$ cat src/design/axi_pkg.sv
// AXI channel structs, fixed burst constants and the cache to bus engine request.
package axi_pkg;

    // Shared by the AR and AW channels.
    typedef struct packed {
        logic [3:0]  id;
        logic [31:0] addr;
        logic [3:0]  len;
        logic [2:0]  size;
        logic [1:0]  burst;
        logic [1:0]  lock;
        logic [3:0]  cache;
        logic [2:0]  prot;
    } axi_ar_t;

    typedef struct packed {
        logic [3:0]  rid;
        logic [31:0] rdata;
        logic [1:0]  rresp;
        logic        rlast;
    } axi_r_t;

    typedef struct packed {
        logic [3:0]  wid;
        logic [31:0] wdata;
        logic [3:0]  wstrb;
        logic        wlast;
    } axi_w_t;

    typedef struct packed {
        logic [3:0] bid;
        logic [1:0] bresp;
    } axi_b_t;

    localparam logic [1:0] burst_incr = 2'b01;
    localparam logic [2:0] size_word  = 3'd2;
    localparam logic [1:0] resp_okay  = 2'b00;
    localparam logic [3:0] len_line   = 4'd3;
    localparam logic [3:0] len_single = 4'd0;

    // One transfer, handed from a cache to its engine.
    typedef struct packed {
        logic        write;
        logic [31:0] addr;
        logic [3:0]  len;
        logic [31:0] wdata;
        logic [3:0]  wstrb;
    } eng_req_t;

endpackage

$ cat src/design/cpu_bus_pkg.sv
// Core-side address, data and byte-enable types, request and response structs, cache geometry.
package cpu_bus_pkg;

    typedef logic [31:0] addr_t;
    typedef logic [31:0] word_t;
    typedef logic [3:0]  wen_t;   // All zero is a read.

    // Driven by the core, held while stall is high.
    typedef struct packed {
        logic  en;
        wen_t  wen;
        addr_t addr;
        word_t wdata;
        logic  cached;
    } cpu_req_t;

    typedef struct packed {
        word_t rdata;
        logic  stall;
    } cpu_rsp_t;

    // Direct-mapped, 16 lines of 4 words.
    localparam int words_per_line = 4;
    localparam int num_lines      = 16;
    localparam int offset_bits    = 4;
    localparam int index_bits     = 4;
    localparam int tag_bits       = 24;

endpackage
$ cat src/design/mem_subsys_top.sv
// Memory side top level with instruction and data caches on separate AXI ports.
`timescale 1ns/1ps

module mem_subsys_top (
    input  logic                  clk,
    input  logic                  rst_n,
    input  cpu_bus_pkg::cpu_req_t ibus_req,
    output cpu_bus_pkg::cpu_rsp_t ibus_rsp,
    input  cpu_bus_pkg::cpu_req_t dbus_req,
    output cpu_bus_pkg::cpu_rsp_t dbus_rsp,

    output axi_pkg::axi_ar_t      ibus_ar,
    output logic                  ibus_arvalid,
    input  logic                  ibus_arready,
    input  axi_pkg::axi_r_t       ibus_r,
    input  logic                  ibus_rvalid,
    output logic                  ibus_rready,
    output axi_pkg::axi_ar_t      ibus_aw,
    output logic                  ibus_awvalid,
    input  logic                  ibus_awready,
    output axi_pkg::axi_w_t       ibus_w,
    output logic                  ibus_wvalid,
    input  logic                  ibus_wready,
    input  axi_pkg::axi_b_t       ibus_b,
    input  logic                  ibus_bvalid,
    output logic                  ibus_bready,

    output axi_pkg::axi_ar_t      dbus_ar,
    output logic                  dbus_arvalid,
    input  logic                  dbus_arready,
    input  axi_pkg::axi_r_t       dbus_r,
    input  logic                  dbus_rvalid,
    output logic                  dbus_rready,
    output axi_pkg::axi_ar_t      dbus_aw,
    output logic                  dbus_awvalid,
    input  logic                  dbus_awready,
    output axi_pkg::axi_w_t       dbus_w,
    output logic                  dbus_wvalid,
    input  logic                  dbus_wready,
    input  axi_pkg::axi_b_t       dbus_b,
    input  logic                  dbus_bvalid,
    output logic                  dbus_bready
);

    // Instruction side never writes.
    assign ibus_aw      = '0;
    assign ibus_awvalid = 1'b0;
    assign ibus_w       = '0;
    assign ibus_wvalid  = 1'b0;
    assign ibus_bready  = 1'b0;

    inst_cache u_inst_cache (
        .clk     (clk),
        .rst_n   (rst_n),
        .cpu_req (ibus_req),
        .cpu_rsp (ibus_rsp),
        .ar      (ibus_ar),
        .arvalid (ibus_arvalid),
        .arready (ibus_arready),
        .r       (ibus_r),
        .rvalid  (ibus_rvalid),
        .rready  (ibus_rready)
    );

    data_cache u_data_cache (
        .clk     (clk),
        .rst_n   (rst_n),
        .cpu_req (dbus_req),
        .cpu_rsp (dbus_rsp),
        .ar      (dbus_ar),
        .arvalid (dbus_arvalid),
        .arready (dbus_arready),
        .r       (dbus_r),
        .rvalid  (dbus_rvalid),
        .rready  (dbus_rready),
        .aw      (dbus_aw),
        .awvalid (dbus_awvalid),
        .awready (dbus_awready),
        .w       (dbus_w),
        .wvalid  (dbus_wvalid),
        .wready  (dbus_wready),
        .b       (dbus_b),
        .bvalid  (dbus_bvalid),
        .bready  (dbus_bready)
    );

endmodule

$ cat src/design/data_cache.sv
// Write-through, no-write-allocate direct-mapped data cache with byte enables and its AXI engine.
`timescale 1ns/1ps

module data_cache (
    input  logic                  clk,
    input  logic                  rst_n,
    input  cpu_bus_pkg::cpu_req_t cpu_req,
    output cpu_bus_pkg::cpu_rsp_t cpu_rsp,
    output axi_pkg::axi_ar_t      ar,
    output logic                  arvalid,
    input  logic                  arready,
    input  axi_pkg::axi_r_t       r,
    input  logic                  rvalid,
    output logic                  rready,
    output axi_pkg::axi_ar_t      aw,
    output logic                  awvalid,
    input  logic                  awready,
    output axi_pkg::axi_w_t       w,
    output logic                  wvalid,
    input  logic                  wready,
    input  axi_pkg::axi_b_t       b,
    input  logic                  bvalid,
    output logic                  bready
);

    cpu_bus_pkg::word_t data_q [cpu_bus_pkg::num_lines][cpu_bus_pkg::words_per_line];
    logic [cpu_bus_pkg::tag_bits-1:0]   tag_q [cpu_bus_pkg::num_lines];
    logic [cpu_bus_pkg::num_lines-1:0]  valid_q;
    cpu_bus_pkg::word_t                 hold_q;
    logic                               ready_q;
    logic                               fill_q;
    logic [cpu_bus_pkg::offset_bits-3:0] fill_cnt_q;

    logic [cpu_bus_pkg::index_bits-1:0]  idx;
    logic [cpu_bus_pkg::tag_bits-1:0]    tag;
    logic [cpu_bus_pkg::offset_bits-3:0] woff;
    logic hit;
    logic is_write;
    logic line_fill;
    logic stall;
    logic start;
    logic busy;
    logic beat_valid;
    logic done;
    cpu_bus_pkg::word_t beat_data;
    axi_pkg::eng_req_t  eng_req;

    assign idx       = cpu_req.addr[cpu_bus_pkg::offset_bits +: cpu_bus_pkg::index_bits];
    assign tag       = cpu_req.addr[31 -: cpu_bus_pkg::tag_bits];
    assign woff      = cpu_req.addr[cpu_bus_pkg::offset_bits-1:2];
    assign hit       = valid_q[idx] && tag_q[idx] == tag;
    assign is_write  = |cpu_req.wen;
    assign line_fill = cpu_req.cached && !is_write;

    // Every write goes to the bus.
    assign stall = cpu_req.en && (is_write || !cpu_req.cached || !hit) && !ready_q;
    assign start = stall && !busy;

    assign cpu_rsp = '{rdata: cpu_req.cached ? data_q[idx][woff] : hold_q, stall: stall};

    assign eng_req = '{write: is_write,
                       addr: line_fill ?
                             {cpu_req.addr[31:cpu_bus_pkg::offset_bits],
                              {cpu_bus_pkg::offset_bits{1'b0}}} : cpu_req.addr,
                       len: line_fill ? axi_pkg::len_line : axi_pkg::len_single,
                       wdata: cpu_req.wdata, wstrb: cpu_req.wen};

    always_ff @(posedge clk or negedge rst_n) begin
        if (!rst_n) begin
            valid_q    <= '0;
            ready_q    <= 1'b0;
            fill_q     <= 1'b0;
            fill_cnt_q <= '0;
        end else begin
            ready_q <= done;
            if (start) begin
                fill_q     <= line_fill;
                fill_cnt_q <= '0;
                if (line_fill) valid_q[idx] <= 1'b0;
            end else if (beat_valid) begin
                fill_cnt_q <= fill_cnt_q + 1'b1;
            end
            if (done && fill_q) valid_q[idx] <= 1'b1;
        end
    end

    always_ff @(posedge clk) begin
        if (start && line_fill) tag_q[idx] <= tag;
        if (beat_valid && fill_q) data_q[idx][fill_cnt_q] <= beat_data;
        if (beat_valid && !fill_q) hold_q <= beat_data;
        // Write hit updates the line as it goes out. A miss leaves the cache alone.
        if (start && is_write && cpu_req.cached && hit) begin
            for (int i = 0; i < 4; i++) begin
                if (cpu_req.wen[i]) data_q[idx][woff][8*i +: 8] <= cpu_req.wdata[8*i +: 8];
            end
        end
    end

    axi_bus_engine u_engine (
        .clk        (clk),
        .rst_n      (rst_n),
        .start      (start),
        .req        (eng_req),
        .busy       (busy),
        .beat_valid (beat_valid),
        .beat_data  (beat_data),
        .done       (done),
        .ar         (ar),
        .arvalid    (arvalid),
        .arready    (arready),
        .r          (r),
        .rvalid     (rvalid),
        .rready     (rready),
        .aw         (aw),
        .awvalid    (awvalid),
        .awready    (awready),
        .w          (w),
        .wvalid     (wvalid),
        .wready     (wready),
        .b          (b),
        .bvalid     (bvalid),
        .bready     (bready)
    );

    // Core keeps its request steady through a stall.
    assert property (@(posedge clk) disable iff (!rst_n)
        cpu_req.en && cpu_rsp.stall |=> $stable(cpu_req));

endmodule

$ cat src/design/inst_cache.sv
// Read-only direct-mapped instruction cache with uncached bypass and its AXI read engine.
`timescale 1ns/1ps

module inst_cache (
    input  logic                  clk,
    input  logic                  rst_n,
    input  cpu_bus_pkg::cpu_req_t cpu_req,
    output cpu_bus_pkg::cpu_rsp_t cpu_rsp,
    output axi_pkg::axi_ar_t      ar,
    output logic                  arvalid,
    input  logic                  arready,
    input  axi_pkg::axi_r_t       r,
    input  logic                  rvalid,
    output logic                  rready
);

    cpu_bus_pkg::word_t data_q [cpu_bus_pkg::num_lines][cpu_bus_pkg::words_per_line];
    logic [cpu_bus_pkg::tag_bits-1:0]   tag_q [cpu_bus_pkg::num_lines];
    logic [cpu_bus_pkg::num_lines-1:0]  valid_q;
    cpu_bus_pkg::word_t                 hold_q;   // Uncached word.
    logic                               ready_q;
    logic                               fill_q;
    logic [cpu_bus_pkg::offset_bits-3:0] fill_cnt_q;

    logic [cpu_bus_pkg::index_bits-1:0]  idx;
    logic [cpu_bus_pkg::tag_bits-1:0]    tag;
    logic [cpu_bus_pkg::offset_bits-3:0] woff;
    logic hit;
    logic stall;
    logic start;
    logic busy;
    logic beat_valid;
    logic done;
    cpu_bus_pkg::word_t beat_data;
    axi_pkg::eng_req_t  eng_req;

    assign idx  = cpu_req.addr[cpu_bus_pkg::offset_bits +: cpu_bus_pkg::index_bits];
    assign tag  = cpu_req.addr[31 -: cpu_bus_pkg::tag_bits];
    assign woff = cpu_req.addr[cpu_bus_pkg::offset_bits-1:2];
    assign hit  = valid_q[idx] && tag_q[idx] == tag;

    assign stall = cpu_req.en && (!cpu_req.cached || !hit) && !ready_q;
    assign start = stall && !busy;

    assign cpu_rsp = '{rdata: cpu_req.cached ? data_q[idx][woff] : hold_q, stall: stall};

    assign eng_req = '{write: 1'b0,
                       addr: cpu_req.cached ?
                             {cpu_req.addr[31:cpu_bus_pkg::offset_bits],
                              {cpu_bus_pkg::offset_bits{1'b0}}} : cpu_req.addr,
                       len: cpu_req.cached ? axi_pkg::len_line : axi_pkg::len_single,
                       wdata: '0, wstrb: '0};

    always_ff @(posedge clk or negedge rst_n) begin
        if (!rst_n) begin
            valid_q    <= '0;
            ready_q    <= 1'b0;
            fill_q     <= 1'b0;
            fill_cnt_q <= '0;
        end else begin
            ready_q <= done;   // Result shows one cycle after done.
            if (start) begin
                fill_q     <= cpu_req.cached;
                fill_cnt_q <= '0;
                if (cpu_req.cached) valid_q[idx] <= 1'b0;
            end else if (beat_valid) begin
                fill_cnt_q <= fill_cnt_q + 1'b1;
            end
            if (done && fill_q) valid_q[idx] <= 1'b1;
        end
    end

    always_ff @(posedge clk) begin
        if (start && cpu_req.cached) tag_q[idx] <= tag;
        if (beat_valid && fill_q) data_q[idx][fill_cnt_q] <= beat_data;
        if (beat_valid && !fill_q) hold_q <= beat_data;
    end

    axi_bus_engine u_engine (
        .clk        (clk),
        .rst_n      (rst_n),
        .start      (start),
        .req        (eng_req),
        .busy       (busy),
        .beat_valid (beat_valid),
        .beat_data  (beat_data),
        .done       (done),
        .ar         (ar),
        .arvalid    (arvalid),
        .arready    (arready),
        .r          (r),
        .rvalid     (rvalid),
        .rready     (rready),
        .aw         (),
        .awvalid    (),
        .awready    (1'b0),
        .w          (),
        .wvalid     (),
        .wready     (1'b0),
        .b          ('0),
        .bvalid     (1'b0),
        .bready     ()
    );

    // Instruction fetch never writes.
    assert property (@(posedge clk) disable iff (!rst_n)
        cpu_req.en |-> cpu_req.wen == '0);

endmodule

$ cat src/design/axi_bus_engine.sv
// AXI master engine running one read burst or single write at a time, with protocol checks.
`timescale 1ns/1ps

module axi_bus_engine (
    input  logic                  clk,
    input  logic                  rst_n,
    input  logic                  start,
    input  axi_pkg::eng_req_t     req,
    output logic                  busy,
    output logic                  beat_valid,
    output cpu_bus_pkg::word_t    beat_data,
    output logic                  done,
    output axi_pkg::axi_ar_t      ar,
    output logic                  arvalid,
    input  logic                  arready,
    input  axi_pkg::axi_r_t       r,
    input  logic                  rvalid,
    output logic                  rready,
    output axi_pkg::axi_ar_t      aw,
    output logic                  awvalid,
    input  logic                  awready,
    output axi_pkg::axi_w_t       w,
    output logic                  wvalid,
    input  logic                  wready,
    input  axi_pkg::axi_b_t       b,
    input  logic                  bvalid,
    output logic                  bready
);

    typedef enum logic [1:0] {
        st_idle,
        st_addr,
        st_data,
        st_resp
    } state_t;

    state_t            state_q;
    axi_pkg::eng_req_t req_q;
    logic [3:0]        beat_q;
    axi_pkg::axi_ar_t  addr_fields;

    always_ff @(posedge clk or negedge rst_n) begin
        if (!rst_n) begin
            state_q <= st_idle;
            beat_q  <= '0;
        end else begin
            case (state_q)
                st_idle: if (start) begin
                    state_q <= st_addr;
                    beat_q  <= '0;
                end
                st_addr: if (req_q.write ? awready : arready) state_q <= st_data;
                st_data: if (req_q.write) begin
                    if (wready) state_q <= st_resp;
                end else if (rvalid) begin
                    beat_q <= beat_q + 4'd1;
                    if (r.rlast) state_q <= st_idle;
                end
                default: if (bvalid) state_q <= st_idle;   // Response phase.
            endcase
        end
    end

    always_ff @(posedge clk) begin
        if (start && state_q == st_idle) req_q <= req;
    end

    assign addr_fields = '{id: '0, addr: req_q.addr, len: req_q.len,
                           size: axi_pkg::size_word, burst: axi_pkg::burst_incr,
                           lock: '0, cache: '0, prot: '0};
    assign ar = addr_fields;
    assign aw = addr_fields;
    assign w  = '{wid: '0, wdata: req_q.wdata, wstrb: req_q.wstrb, wlast: 1'b1};

    assign arvalid = state_q == st_addr && !req_q.write;
    assign awvalid = state_q == st_addr && req_q.write;
    assign rready  = state_q == st_data && !req_q.write;
    assign wvalid  = state_q == st_data && req_q.write;
    assign bready  = state_q == st_resp;

    assign busy       = state_q != st_idle;
    assign beat_valid = rready && rvalid;
    assign beat_data  = r.rdata;
    assign done       = (beat_valid && r.rlast) || (bready && bvalid);

    // Address and data stay up and unchanged until accepted.
    assert property (@(posedge clk) disable iff (!rst_n)
        arvalid && !arready |=> arvalid && $stable(ar));
    assert property (@(posedge clk) disable iff (!rst_n)
        awvalid && !awready |=> awvalid && $stable(aw));
    assert property (@(posedge clk) disable iff (!rst_n)
        wvalid && !wready |=> wvalid && $stable(w));

    assert property (@(posedge clk) disable iff (!rst_n)
        rvalid && rready |-> r.rresp == axi_pkg::resp_okay && r.rid == '0);
    assert property (@(posedge clk) disable iff (!rst_n)
        bvalid && bready |-> b.bresp == axi_pkg::resp_okay && b.bid == '0);

    // Slave must end the burst on the requested length.
    assert property (@(posedge clk) disable iff (!rst_n)
        rvalid && rready |-> r.rlast == (beat_q == req_q.len));

endmodule

$ cat config.mk
export PLATFORM = sky130hd
export DESIGN_NAME = mem_subsys_top
export DESIGN_NICKNAME = d
export VERILOG_FILES = /design/src/design/axi_pkg.sv /design/src/design/cpu_bus_pkg.sv /design/src/design/mem_subsys_top.sv /design/src/design/data_cache.sv /design/src/design/inst_cache.sv /design/src/design/axi_bus_engine.sv
export SDC_FILE = /design/constraint.sdc
export NUM_CORES = 2
export LEC_CHECK = 0
export BUFFER_PORTS_ARGS = -buffer_cell sky130_fd_sc_hd__buf_2
export CAP_MARGIN = 20
export CORE_MARGIN = 2
export CORE_UTILIZATION = 35
export DETAILED_ROUTE_END_ITERATION = 10
export SYNTH_ARGS = -nofsm -noshare
export SYNTH_HDL_FRONTEND = slang
export SYNTH_MEMORY_MAX_BITS = 65536
export SYNTH_SLANG_ARGS = --single-unit
export TNS_END_PERCENT = 10
$ cat constraint.sdc
create_clock -name clk -period 12.55 [get_ports clk]
set_input_delay 0.6275 -clock clk [delete_from_list [all_inputs] [get_ports clk]]
set_output_delay 0.6275 -clock clk [all_outputs]
set_load 0.005 [all_outputs]
Word level (Yosys, flattened, before mapping)
Memories as Yosys holds them, arrays and structs flattened.
Index checks and enable logic that the tools add are counted.
Cells by class
  add/subtract/negate cells: 2
  $lt $le $gt $ge: 11
  equality and inequality tests: 16
  mux-type cells: 586
  bitwise operators: 522
  reductions and logical operators: 63
Operator list (number)
  128-bit 2-to-1 mux: 6
  1-bit 2-to-1 mux: 531
  1-bit bitwise OR: 512
  32-bit demux with 2-bit select: 6
  32-bit 2-to-1 mux: 9
  32-bit binary-select mux with 2-bit select: 2
  16-bit 2-to-1 mux: 7
  24-bit equality test: 2
  1-bit logical AND: 36
  2-bit 2-to-1 mux: 17
  16-bit bitwise AND: 2
  16-bit inverter: 2
  16-bit bitwise OR: 2
  24-bit 2-to-1 mux: 1
  3-bit >= comparator, second input constant: 4
  1-bit logical NOT: 12
  2-bit inverter with 3-bit output: 4
  2-bit case mux with 3 select lines: 2
  4-bit by 5-bit < comparator with 1-bit output, second input constant: 2
  3-bit by 1-bit < comparator with 1-bit output, second input constant: 3
  3-bit != test, second input constant: 3
  1-bit binary-select mux with 4-bit select: 2
  1-bit demux with 4-bit select: 2
  4-bit by 1-bit >= comparator with 1-bit output, second input constant: 2
  14 further kinds: 29
Storage, ports and cells
  register bits: 217
  RAM bits: 4864
  input bits: 242
  output and inout port bits: 374
  word-level logic and storage cells: 1225
  memories kept: 4
Memory list
  u_data_cache.data_q: words 16, bits a word 128, rd ports 1, clocked after memory_dff 0, wr ports 1, RTL line data_cache.sv:26  | cpu_bus_pkg::word_t data_q [cpu_bus_pkg::num_lines][cpu_bus_pkg::words_per_line];
  u_inst_cache.data_q: words 16, bits a word 128, rd ports 1, clocked after memory_dff 0, wr ports 1, RTL line inst_cache.sv:17  | cpu_bus_pkg::word_t data_q [cpu_bus_pkg::num_lines][cpu_bus_pkg::words_per_line];
  u_data_cache.tag_q: words 16, bits a word 24, rd ports 1, clocked after memory_dff 0, wr ports 1, RTL line data_cache.sv:27  | logic [cpu_bus_pkg::tag_bits-1:0] tag_q [cpu_bus_pkg::num_lines];
  u_inst_cache.tag_q: words 16, bits a word 24, rd ports 1, clocked after memory_dff 0, wr ports 1, RTL line inst_cache.sv:18  | logic [cpu_bus_pkg::tag_bits-1:0] tag_q [cpu_bus_pkg::num_lines];

Longest topological paths before layout
  word-level depth: 17
  gate-level depth with buffers: 15
  depth with buffers taken out: 9

Cells and area by module
Synthesis repeated with hierarchy kept, for this count alone.
Second synthesis, totals
  cell total of the unflattened synthesis: 8890
  area, all modules: 202879.6 sq um
By module, submodules not included
  data_cache: times used 1, cells each 4354, area each 98948.6 sq um, seq. area each 74491.4 sq um
  inst_cache: times used 1, cells each 3861, area each 95526.6 sq um, seq. area each 74491.4 sq um
  axi_bus_engine: times used 2, cells each 288, area each 3832.4 sq um, seq. area each 2242.2 sq um
  mem_subsys_top: times used 1, cells each 99, area each 739.5 sq um, seq. area each 0.0 sq um

Worst setup path before layout
No wires, ideal clock.
  kind: input to register
  start point: in ibus_req[38] in the netlist's numbering
  end point: reg u_inst_cache.valid_q[0] in the netlist's numbering
  setup time: 0.269 ns
  arrival time: 5.655 ns
  data required time: 12.281 ns
  slack: 6.625 ns
  stages: 14
  buffers on the path: 6
  path through: buf_4 -> buf_2 -> buf_2 -> buf_2 -> buf_2 -> mux4_2 -> a221oi_1 -> xnor2_1 -> nor2_1 -> o2111ai_1 -> nor3_1 -> buf_2 -> nor4_1 -> o22ai_1
On the way
  word-level cells in the longest chain between the ends: 11
  elaborated cells between the ends (all ways): 21
  those cells by class: 2 x order compare; 1 x eq/ne; 7 x mux; 3 x bitwise; 7 x reduce/logical; 1 x memory
Ends and longest elaborated chain
  start, declared: RTL line mem_subsys_top.sv:7  | input cpu_bus_pkg::cpu_req_t ibus_req,
  memory 16 x 24 bit / 1-bit binary-select mux with 4-bit select (equally long branches)
  24-bit equality test / 1-bit 2-to-1 mux (equally long branches): RTL line inst_cache.sv:40  | assign hit = valid_q[idx] && tag_q[idx] == tag;
  1-bit logical AND: RTL line inst_cache.sv:40
  1-bit logical NOT: RTL line inst_cache.sv:42  | assign stall = cpu_req.en && (!cpu_req.cached || !hit) && !ready_q;
  1-bit logical OR: RTL line inst_cache.sv:42
  1-bit logical AND (2 in a row): RTL line inst_cache.sv:42
  1-bit logical AND: RTL line inst_cache.sv:43  | assign start = stall && !busy;
  16-bit 2-to-1 mux: RTL line inst_cache.sv:62  | if (start) begin
  16-bit bitwise OR (no line)
  16-bit 2-to-1 mux *: RTL line inst_cache.sv:69  | if (done && fill_q) valid_q[idx] <= 1'b1;
  end signal, assigned: RTL line inst_cache.sv:56  | valid_q <= '0;
  end signal, assigned by index: RTL line inst_cache.sv:65  | if (cpu_req.cached) valid_q[idx] <= 1'b0;
  end signal, assigned by index: RTL line inst_cache.sv:69
  end, declared: RTL line inst_cache.sv:19  | logic [cpu_bus_pkg::num_lines-1:0] valid_q;
Mark *: on every way between the ends. The rest lies on a longest branch, timed or not. The select of a mux whose other input is x is not followed.
A chain may end at the register's enable or synchronous reset.

==> impl_table.tex <==
\begin{tabular}{lr}
\hline
Metric & Value \\
\hline
\multicolumn{2}{l}{\textbf{Placement}} \\
\quad Half-perimeter wire length of the detailed placement result & 290.8 mm \\
\quad Count of input and output buffers & 389 \\
\quad Weighted congestion reported at the end of routability-driven placement & 0.7797 \\
\quad Cell area reported after detailed placement & 210000 µm² \\
\multicolumn{2}{l}{\textbf{Timing}} \\
\quad Maximum frequency from static timing analysis & 0.1399 GHz \\
\quad Total negative slack for setup checks & 0 ns \\
\quad Worst-Margin Slew & 1.324 ns \\
\quad Count of final setup violators & 0 \\
\quad Max-slew violation count & 0 \\
\quad Post-route fraction of the period consumed by the critical path & 0.5695 \\
\quad Max-slew headroom & 0.1172 \\
\quad Hold Vio Cnt, Final & 0 \\
\quad Hold Slack & 0.05525 ns \\
\quad Setup repair after global routing missed its margin & no \\
\quad Worst setup skew after layout & 0.08558 ns \\
\quad Fin crit period & 7.148 ns \\
\multicolumn{2}{l}{\textbf{Synth}} \\
\quad Synth Register Bits & 5075 \\
\quad Most instantiated flip-flop cell in the synthesis netlist & sky130\_fd\_sc\_hd\_\_edfxtp\_1 \\
\quad Seq/Total Area, Yosys & 0.7629 \\
\quad Number of flops mapped to enable cells by yosys & 5031 \\
\quad Mean area per synthesized cell & 23.09 µm² \\
\quad Share of flip-flops with an asynchronous set or reset after synthesis & 0.008670 \\
\quad Number of instances in the synthesized netlist & 8638 \\
\quad Count of unique library cells instantiated by Yosys & 79 \\
\quad Warnings, synthesis & 0 \\
\quad Total standard cell area after synthesis & 199500 µm² \\
\multicolumn{2}{l}{\textbf{Detailed routing}} \\
\quad First drt pass iteration count & 6 \\
\quad DRC errors left & 0 \\
\quad Average wire per cell in the routed design & 28.95 µm \\
\quad Antenna-violating nets left & 0 \\
\quad Via/cell ratio & 5.397 \\
\quad Total number of vias & 93540 \\
\quad Number of design-rule violations left by the first detailed-router iteration & 11820 \\
\quad Post-Route WL & 501.9 mm \\
\multicolumn{2}{l}{\textbf{Critical path}} \\
\quad R2r endpoint & u\_data\_cache.data\_q[1][3] \\
\quad Length in cells of the worst reg-to-reg path & 10 \\
\quad CP Cell Sequence & buf\_8 -> buf\_12 -> buf\_4 -> buf\_4 -> buf\_4 -> buf\_16 -> mux4\_2 -> mux4\_2 -> mux4\_2 -> mux2\_2 -> buf\_2 \\
\quad Data required time of the worst path & 11.92 ns \\
\quad Reg2Reg Setup Slack & 7.00 ns \\
\quad Maximum fanout encountered on the critical timing path & 106 \\
\quad Arrival time at the worst endpoint & 6.52 ns \\
\quad Nature of the critical path startpoint & input port \\
\quad Startpoint of the lowest-slack register-to-register path & u\_data\_cache.tag\_q[14][22] \\
\quad Kind of critical path & input port to primary output \\
\quad Worst Setup SP & dbus\_req[37] \\
\quad Crit-path max cell delay & 0.80 ns \\
\quad Cell at the slowest stage of the critical path & sky130\_fd\_sc\_hd\_\_buf\_4 \\
\quad Type of destination of the critical path & primary output \\
\multicolumn{2}{l}{\textbf{Clock tree}} \\
\quad Cells resized by post-CTS repair & 0 \\
\quad Later-pin clock latency in the skew report & 1.07 ns \\
\quad TritonCTS Buffers & 537 \\
\quad Clock buffer depth & 4 \\
\quad Reg clk slew, reported paths & 0.06 ns \\
\quad H-Tree Depth & 6 \\
\quad Root buffer cell & sky130\_fd\_sc\_hd\_\_clkbuf\_16 \\
\quad Clock tree from TritonCTS & built \\
\quad Clock sink total & 5075 \\
\multicolumn{2}{l}{\textbf{Worst hold path}} \\
\quad Hold Path Stages & 1 \\
\quad Class of the tightest hold or removal check & input port to flop \\
\quad Source of the worst hold timing path & ibus\_req[40] \\
\quad WHS Endpoint & u\_inst\_cache.u\_engine.ar[25] \\
\multicolumn{2}{l}{\textbf{Global route}} \\
\quad Vias in the first global route & 94120 \\
\quad Pin count of the biggest net entering global routing & 171 \\
\quad Overall Global Routing Usage & 0.1688 \\
\quad GRT overflow & 0 \\
\quad Global-route wire length before repair & 701.4 mm \\
\quad Number of antenna violations at the first check in global routing & 51 \\
\multicolumn{2}{l}{\textbf{Floorplan}} \\
\quad Starting Density & 0.3509 \\
\quad Die width & 758.9 µm \\
\quad I/O pins & 616 \\
\quad Die outline area & 576000 µm² \\
\quad Chip height & 758.9 µm \\
\quad Number of core rows & 277 \\
\quad Core region area & 568400 µm² \\
\multicolumn{2}{l}{\textbf{Pwr}} \\
\quad Power per standard cell area & 159.1 nW/µm² \\
\quad Static leakage power & 0.07151 µW \\
\quad Largest voltage drop on the vdd net & 0.1404 mV \\
\multicolumn{2}{l}{\textbf{Finish}} \\
\quad Storage cell area & 152200 µm² \\
\quad Multi-input gate area & 44460 µm² \\
\quad Number of inserted filler cells in the final layout & 49100 \\
\quad Design area & 228400 µm² \\
\quad Area growth syn-to-layout & 14.51\% \\
\quad Layout net count & 9621 \\
\quad Share of post-route cells with drive strength above 1 & 0.3213 \\
\multicolumn{2}{l}{\textbf{Status}} \\
\quad Status & finished clean \\
\multicolumn{2}{l}{\textbf{Flow run}} \\
\quad Maxcap violations & 0 \\
\hline
\end{tabular}
area by class of cell:
cell class	count	area share
diodes	31	0.0003396
clock buffers	664	0.06161
clock inverters	283	0.01202
inverters	58	0.0009860
multi-input cells	2952	0.1947
flip-flops and latches	5075	0.6662
well taps	7533	0.04126
repair buffers	738	0.02292
sequential cells by signal, indices dropped and copies added (netlist names), 33 cells and up:
signal	count
u_data_cache.tag_q	384
u_data_cache.data_q	2048
u_inst_cache.u_engine.ar	33
u_data_cache.u_engine.ar	33
u_inst_cache.data_q	2048
u_inst_cache.tag_q	384
u_data_cache.u_engine.w	36
metal layers:
metal	GRT usage	vias up	wire [µm]
li1	-	37680	-
met1	0.2340	50740	204100
met2	0.2765	4333	243500
met3	0.03109	776	41170
met4	0.04274	22	13000
met5	0	-	145
worst max path at each step:
stage | end | slack [ns]
after detailed placement | dbus_rsp[27] | 5.02
after CTS | dbus_rsp[27] | 5.03
after global routing | dbus_rsp[27] | 4.99
after floorplan | u_inst_cache.valid_q[0] | 6.63
final | dbus_rsp[27] | 5.40
after global placement | dbus_rsp[27] | 5.09
logic make-up after synthesis:
group                      synth area share
DFF                                  0.7629
muxes                                0.1898
buffers and inverters               0.02097
and+or+nand+nor                     0.01503
AOI/OAI and AO/OA                  0.008192
xor gates and xnor gates           0.002020
adders and majority gates          0.001066
other                            0.00003765
cell usage in the layout (no fill, tap or decap), drive strengths merged, types with 23 or more instances in the layout:
cell type | Yosys | layout
nor3 | 27 | 27
bufinv | 0 | 34
edfxtp | 5031 | 5031
dlygate4sd3 | 0 | 129
nor2 | 355 | 355
a21oi | 32 | 32
mux4 | 1478 | 1478
a22oi | 33 | 33
and3 | 31 | 31
buf | 451 | 609
nor4 | 23 | 23
dfrtp | 44 | 44
nor2b | 27 | 27
diode | 0 | 31
o22ai | 48 | 48
inv | 58 | 89
nand2 | 93 | 93
clkinv | 0 | 205
mux2 | 225 | 225
clkbuf | 263 | 664
xnor2 | 29 | 29
mux2i | 177 | 177
conb | 2 | 163
per-stage QoR:
| step | worst slack [ns] | power [µW] | cells | util |
|---|---|---|---|---|
| 3_5_place_dp | 5.015 | 21420 | 16210 | 0.3694 |
| 6_report | 5.402 | 36340 | 17330 | 0.4019 |
| 2_1_floorplan | 6.625 | 20540 | 8799 | - |
| 3_3_place_gp | 5.087 | 21360 | 16210 | 0.3694 |
| 5_1_grt | 4.994 | 37430 | 17310 | 0.4018 |
| 4_1_cts | 5.032 | 36650 | 17290 | 0.4012 |
Yosys cell counts (5+ instances only):
library cell | n | share of area
sky130_fd_sc_hd__edfxtp_1 | 5031 | 0.76
sky130_fd_sc_hd__mux2i_1 | 177 | 0.0089
sky130_fd_sc_hd__clkbuf_1 | 263 | 0.0049
sky130_fd_sc_hd__nor3b_1 | 5 | 0.00019
sky130_fd_sc_hd__buf_1 | 53 | 0.0010
sky130_fd_sc_hd__a221oi_1 | 10 | 0.00044
sky130_fd_sc_hd__nand2_1 | 77 | 0.0014
sky130_fd_sc_hd__o31ai_1 | 5 | 0.00019
sky130_fd_sc_hd__dfrtp_1 | 44 | 0.0055
sky130_fd_sc_hd__xnor2_1 | 29 | 0.0013
sky130_fd_sc_hd__buf_2 | 107 | 0.0027
sky130_fd_sc_hd__o2111ai_1 | 5 | 0.00022
sky130_fd_sc_hd__nand2_4 | 7 | 0.00040
sky130_fd_sc_hd__ha_1 | 17 | 0.0011
sky130_fd_sc_hd__o22ai_1 | 48 | 0.0015
sky130_fd_sc_hd__xor2_1 | 17 | 0.00075
sky130_fd_sc_hd__o211ai_1 | 8 | 0.00030
sky130_fd_sc_hd__nor2_1 | 354 | 0.0067
sky130_fd_sc_hd__mux2_1 | 57 | 0.0032
sky130_fd_sc_hd__o21ai_0 | 16 | 0.00040
sky130_fd_sc_hd__nor3_1 | 27 | 0.00068
sky130_fd_sc_hd__nand2b_1 | 10 | 0.00031
sky130_fd_sc_hd__inv_1 | 58 | 0.0011
sky130_fd_sc_hd__a21oi_2 | 13 | 0.00057
sky130_fd_sc_hd__and3_1 | 31 | 0.00097
sky130_fd_sc_hd__mux2_2 | 96 | 0.0054
sky130_fd_sc_hd__mux2_4 | 72 | 0.0054
sky130_fd_sc_hd__nand2_8 | 9 | 0.00090
sky130_fd_sc_hd__a22oi_1 | 33 | 0.0012
sky130_fd_sc_hd__a211oi_1 | 6 | 0.00023
sky130_fd_sc_hd__nor4_1 | 23 | 0.00072
sky130_fd_sc_hd__nor2b_1 | 27 | 0.00085
sky130_fd_sc_hd__and2_1 | 13 | 0.00041
sky130_fd_sc_hd__nand4_1 | 5 | 0.00016
sky130_fd_sc_hd__a21oi_1 | 19 | 0.00048
sky130_fd_sc_hd__or3_1 | 5 | 0.00016
sky130_fd_sc_hd__nand3_1 | 16 | 0.00040
sky130_fd_sc_hd__mux4_2 | 1478 | 0.17
sky130_fd_sc_hd__buf_4 | 280 | 0.011
sky130_fd_sc_hd__buf_6 | 9 | 0.00051
sky130_fd_sc_hd__a2bb2oi_1 | 5 | 0.00022
sky130_fd_sc_hd__a22o_1 | 13 | 0.00057
where the power goes:
part           internal (µW)  leakage (µW)  switching, µW
sequential             18800        0.0457           72.4
combinational            845        0.0176           1360
clock                   8710       0.00818           6540
total                  28400        0.0715           7970
critical path: cells and delay by family:
kind,cells,cell delay (ns)
buf+inv,7,3.45
mux,4,1.93
timing repair:
action | 4_1_cts | 5_1_grt
hold buffers | 126 | 3
endpoints found under the hold margin | 871 | 33
endpoints found under the setup margin | 0 | 0
buffers inserted | 0 | 0
No activity file was read; power rests on OpenSTA's default activity.
